File: src/common/glb_param_pkg.sv
//////////////////////////////////////////////////
// buffer geometry shared by every tile
// processor byte address is tile, word, byte offset
// read latency equals the number of tiles
//////////////////////////////////////////////////
`default_nettype none

package glb_param_pkg;

    localparam int NUM_GLB_TILES       = 4;
    localparam int TILE_SEL_ADDR_WIDTH = 2;
    localparam int BANK_ADDR_WIDTH     = 8;
    localparam int BANK_BYTE_OFFSET    = 3;
    localparam int GLB_ADDR_WIDTH      = TILE_SEL_ADDR_WIDTH + BANK_ADDR_WIDTH + BANK_BYTE_OFFSET;
    localparam int TILE_SEL_LSB        = GLB_ADDR_WIDTH - TILE_SEL_ADDR_WIDTH;
    localparam int BANK_DATA_WIDTH     = 64;
    localparam int BANK_STRB_WIDTH     = BANK_DATA_WIDTH / 8;

    typedef logic [GLB_ADDR_WIDTH-1:0]      glb_addr_t;
    typedef logic [BANK_ADDR_WIDTH-1:0]     bank_addr_t;
    typedef logic [BANK_DATA_WIDTH-1:0]     bank_data_t;
    typedef logic [BANK_STRB_WIDTH-1:0]     bank_strb_t;
    typedef logic [TILE_SEL_ADDR_WIDTH-1:0] tile_id_t;

endpackage

`default_nettype wire
File: src/common/glb_cfg_pkg.sv
//////////////////////////////////////////////////
// APB widths and the register map of one tile
// top address bits pick the tile, low bits the offset
//////////////////////////////////////////////////
`default_nettype none

package glb_cfg_pkg;
    import glb_param_pkg::*;

    localparam int APB_ADDR_WIDTH   = 12;
    localparam int APB_DATA_WIDTH   = 32;
    localparam int CFG_TILE_SEL_LSB = APB_ADDR_WIDTH - TILE_SEL_ADDR_WIDTH;
    localparam int CFG_OFFSET_WIDTH = CFG_TILE_SEL_LSB;
    localparam int WR_CNT_WIDTH     = 16;

    localparam logic [CFG_OFFSET_WIDTH-1:0] CFG_CTRL_OFFSET   = 'h0;
    localparam logic [CFG_OFFSET_WIDTH-1:0] CFG_WR_CNT_OFFSET = 'h4;

    typedef logic [APB_ADDR_WIDTH-1:0] apb_addr_t;
    typedef logic [APB_DATA_WIDTH-1:0] apb_data_t;

endpackage

`default_nettype wire

File: src/source/glb_apb_demux.sv
//////////////////////////////////////////////////
// routes psel to one tile by the tile field of paddr
// return path is zero while psel is low
//////////////////////////////////////////////////
`timescale 1ns/1ps
`default_nettype none

module glb_apb_demux (
    input  logic                                    psel,
    input  glb_cfg_pkg::apb_addr_t                  paddr,
    input  glb_cfg_pkg::apb_data_t                  tile_prdata [glb_param_pkg::NUM_GLB_TILES],
    input  logic [glb_param_pkg::NUM_GLB_TILES-1:0] tile_pslverr,
    output logic [glb_param_pkg::NUM_GLB_TILES-1:0] tile_psel,
    output glb_cfg_pkg::apb_data_t                  prdata,
    output logic                                    pslverr
);
    import glb_param_pkg::*;
    import glb_cfg_pkg::*;

    tile_id_t sel_id;

    assign sel_id = paddr[CFG_TILE_SEL_LSB +: TILE_SEL_ADDR_WIDTH];

    always_comb begin
        tile_psel = '0;
        prdata    = '0;
        pslverr   = 1'b0;
        if (psel) begin
            for (int i = 0; i < NUM_GLB_TILES; i++) begin
                // at most one tile id can match
                if (sel_id == tile_id_t'(i)) begin
                    tile_psel[i] = 1'b1;
                    prdata       = tile_prdata[i];
                    pslverr      = tile_pslverr[i];
                end
            end
        end
    end

endmodule

`default_nettype wire

File: config.mk
export PLATFORM = sky130hd
export DESIGN_NAME = glb_apb_demux
export DESIGN_NICKNAME = d
export VERILOG_FILES = /design/src/common/glb_param_pkg.sv /design/src/common/glb_cfg_pkg.sv /design/src/source/glb_apb_demux.sv
export SDC_FILE = /design/constraint.sdc
export NUM_CORES = 1
export LEC_CHECK = 0
export BUFFER_PORTS_ARGS = -buffer_cell sky130_fd_sc_hd__buf_2
export CORE_AREA = 3 3 70 72
export DETAILED_ROUTE_END_ITERATION = 7
export DIE_AREA = 0 0 73 75
export GPL_ROUTABILITY_DRIVEN = 0
export PLACE_DENSITY_LB_ADDON = 0.12
export SYNTH_ARGS = -nofsm -noshare
export SYNTH_HDL_FRONTEND = slang
export SYNTH_SLANG_ARGS = --single-unit
File: constraint.sdc
create_clock -name vclk -period 1.7
set_input_delay 0.17 -clock vclk [all_inputs]
set_output_delay 0.17 -clock vclk [all_outputs]
set_load 0.005 [all_outputs]
==> metrics.cfg <==
[run_status]
outcome=finished, final reports clean

[floorplan]
ioPinCount=182
die_w_um=73
die_height_um=75
placementRows=24
die_area_um2=5475
start_util_pct=23.05
core-area_um2=4354

[min_path]
hold_class=in -> out
holdPathStages=4
min_from=tile_prdata[48]
hold_end=prdata[16]

[placement]
hpwl_um=3738
io_buffers=172

[synth]
ys_seq_area_share_pct=0
avgSynthCellArea_um2=8.293
yosys.area.top_type_share_pct=65.84
synthDistinctLibCells=11
synthesis.nets=266
synth_top_cell_by_area=mux2i_1
ys_warn_count=0
syn-cell-area_um2=1003
synth_commonest_cells=mux2i_1, o22ai_1, buf_4, buf_2, nor2_1
synth_most_common_cell=mux2i_1
netlist_instances=121
yosys-top-cells-area=mux2i_1, o22ai_1, buf_4

[sta]
fin_crit_ps=1338
rsz0062_at_grt=no
drv_slew=0
setup_violations=0
max_freq_mhz=747.3
fin_setup_tns_ps=0
slew_headroom_pct=76.62
worst_pin_slew_ps=350.6
timing.final.crit_share_pct=78.71
hold_viol=0

[setup_path]
cp.buffers_inverters=3
cp.depth=5
critPathMaxFanout=14
end_kind=primary output
slowest_delay_ps=280
worstPathRequired_ps=1530
worstSetupPathType=in -> out
cp_cell_sequence=buf_2 > nand2b_1 > buf_4 > o22ai_1 > buf_2
setup.worst_path.start_class=primary input
crit_top_cell=buf_2
arrival_ps=1170
cp_slowest_cell=nand2b_1
cpLargestDelayFamily=buffers and inverters

[pwr]
power.leakage_nw=1.207
internal_power_w=0.0002687
p_per_area_nw_per_um2=240.7
switching_power_w=0.0001891
power.total_w=0.0004578
pwr-share-seq_pct=0
power_frac_clock_pct=0
ir_drop_mv=0.08005
combPwrFrac_pct=100.0
switching_share_pct=41.31

[grt]
grt_antenna_before_repair=0
grt_pass1_wl_um=6410
grt_max_degree=29
grt_busiest_layer=met2
use_met3_pct=1.469
gr-total-overflow=0
grt_pass1_vias=1402
met1_usage_pct=17.46
met2_usage_pct=26.51
grt_usage_pct=13.79

[layout]
area_delta_synth_final_pct=89.53
layout-drive-gt1-share_pct=62.81
fill_cells=462
register_area_um2=0
finalNetCount=432
clkbuf_count=0
n_antenna_cell=0
seq_cells=0

[route]
drc_errors=0
wire_per_inst_um=13.24
wl_um=4462
vias=1600
initialDrtViolationCount=29
vias_per_cell=4.748
first_pass_iters=4
ant_nets=0

[flow_run]
cap_violations=0

[clock_tree]
hold_buffers=0
cts_setup_buffers=0
cts-resized-gates=0

[layout by cell type, fill, tap and decap left out]
| cell | netlist | routed |
|---|---|---|
| buf_12 | 1 | 2 |
| nand2b_1 | 1 | 1 |
| buf_4 | 6 | 6 |
| buf_2 | 4 | 171 |
| mux2i_1 | 66 | 66 |
| nor2_1 | 4 | 4 |
| nand2_1 | 1 | 1 |
| o22ai_1 | 33 | 33 |
| inv_1 | 1 | 1 |
[worst max-delay path by stage]
stage	start	to	slack [ps]
2_1_floorplan	paddr[10]	prdata[13]	680
3_3_place_gp	paddr[11]	prdata[18]	350
3_5_place_dp	paddr[11]	prdata[18]	350
4_1_cts	paddr[11]	prdata[18]	350
5_1_grt	paddr[11]	prdata[10]	290
6_report	paddr[11]	prdata[18]	360
[area by class of cell]
type	count	area [µm²]	area share, %
timing repair buffer	179	940.9	49.47
inverter	1	3.754	0.1974
tap	52	65.06	3.421
multi-input combinational	105	892.1	46.91
[metal layers]
metal	share of wire, %	routed length, µm
met3	11	476
met1	39	1727
met5	0	0
met4	0	0
met2	51	2258
[logic make-up (layout without fill, tap and decap cells)]
logic type             after synthesis  count (layout)  share of synthesized area [%]
multiplexers                        66              66                          65.84
AND/OR/NAND/NOR                      6               6                          2.493
buffers and inverters               16             180                          11.10
AO/OA/AOI/OAI                       33              33                          20.57
[power groups by stage]
stage	Combinational [W]	Sequential [W]	Clock [W]
2_1_floorplan	0.000226	0	0
3_3_place_gp	0.000459	0	0
3_5_place_dp	0.000461	0	0
4_1_cts	0.000464	0	0
5_1_grt	0.000507	0	0
6_report	0.000458	0	0
[through the flow]
step	hold slack (ps)	setup WS, ps	util (%)	area, µm²	std cells
6_report	705.8	361.9	43.68	1902	337
5_1_grt	716.3	291.3	43.68	1902	337
4_1_cts	706.1	350.3	43.68	1902	337
3_5_place_dp	700.8	352.3	43.68	1902	337
3_3_place_gp	700.3	353.3	43.68	1902	337
2_1_floorplan	510.3	679.6	-	1003	121
Power figures use the tool's default switching activity.
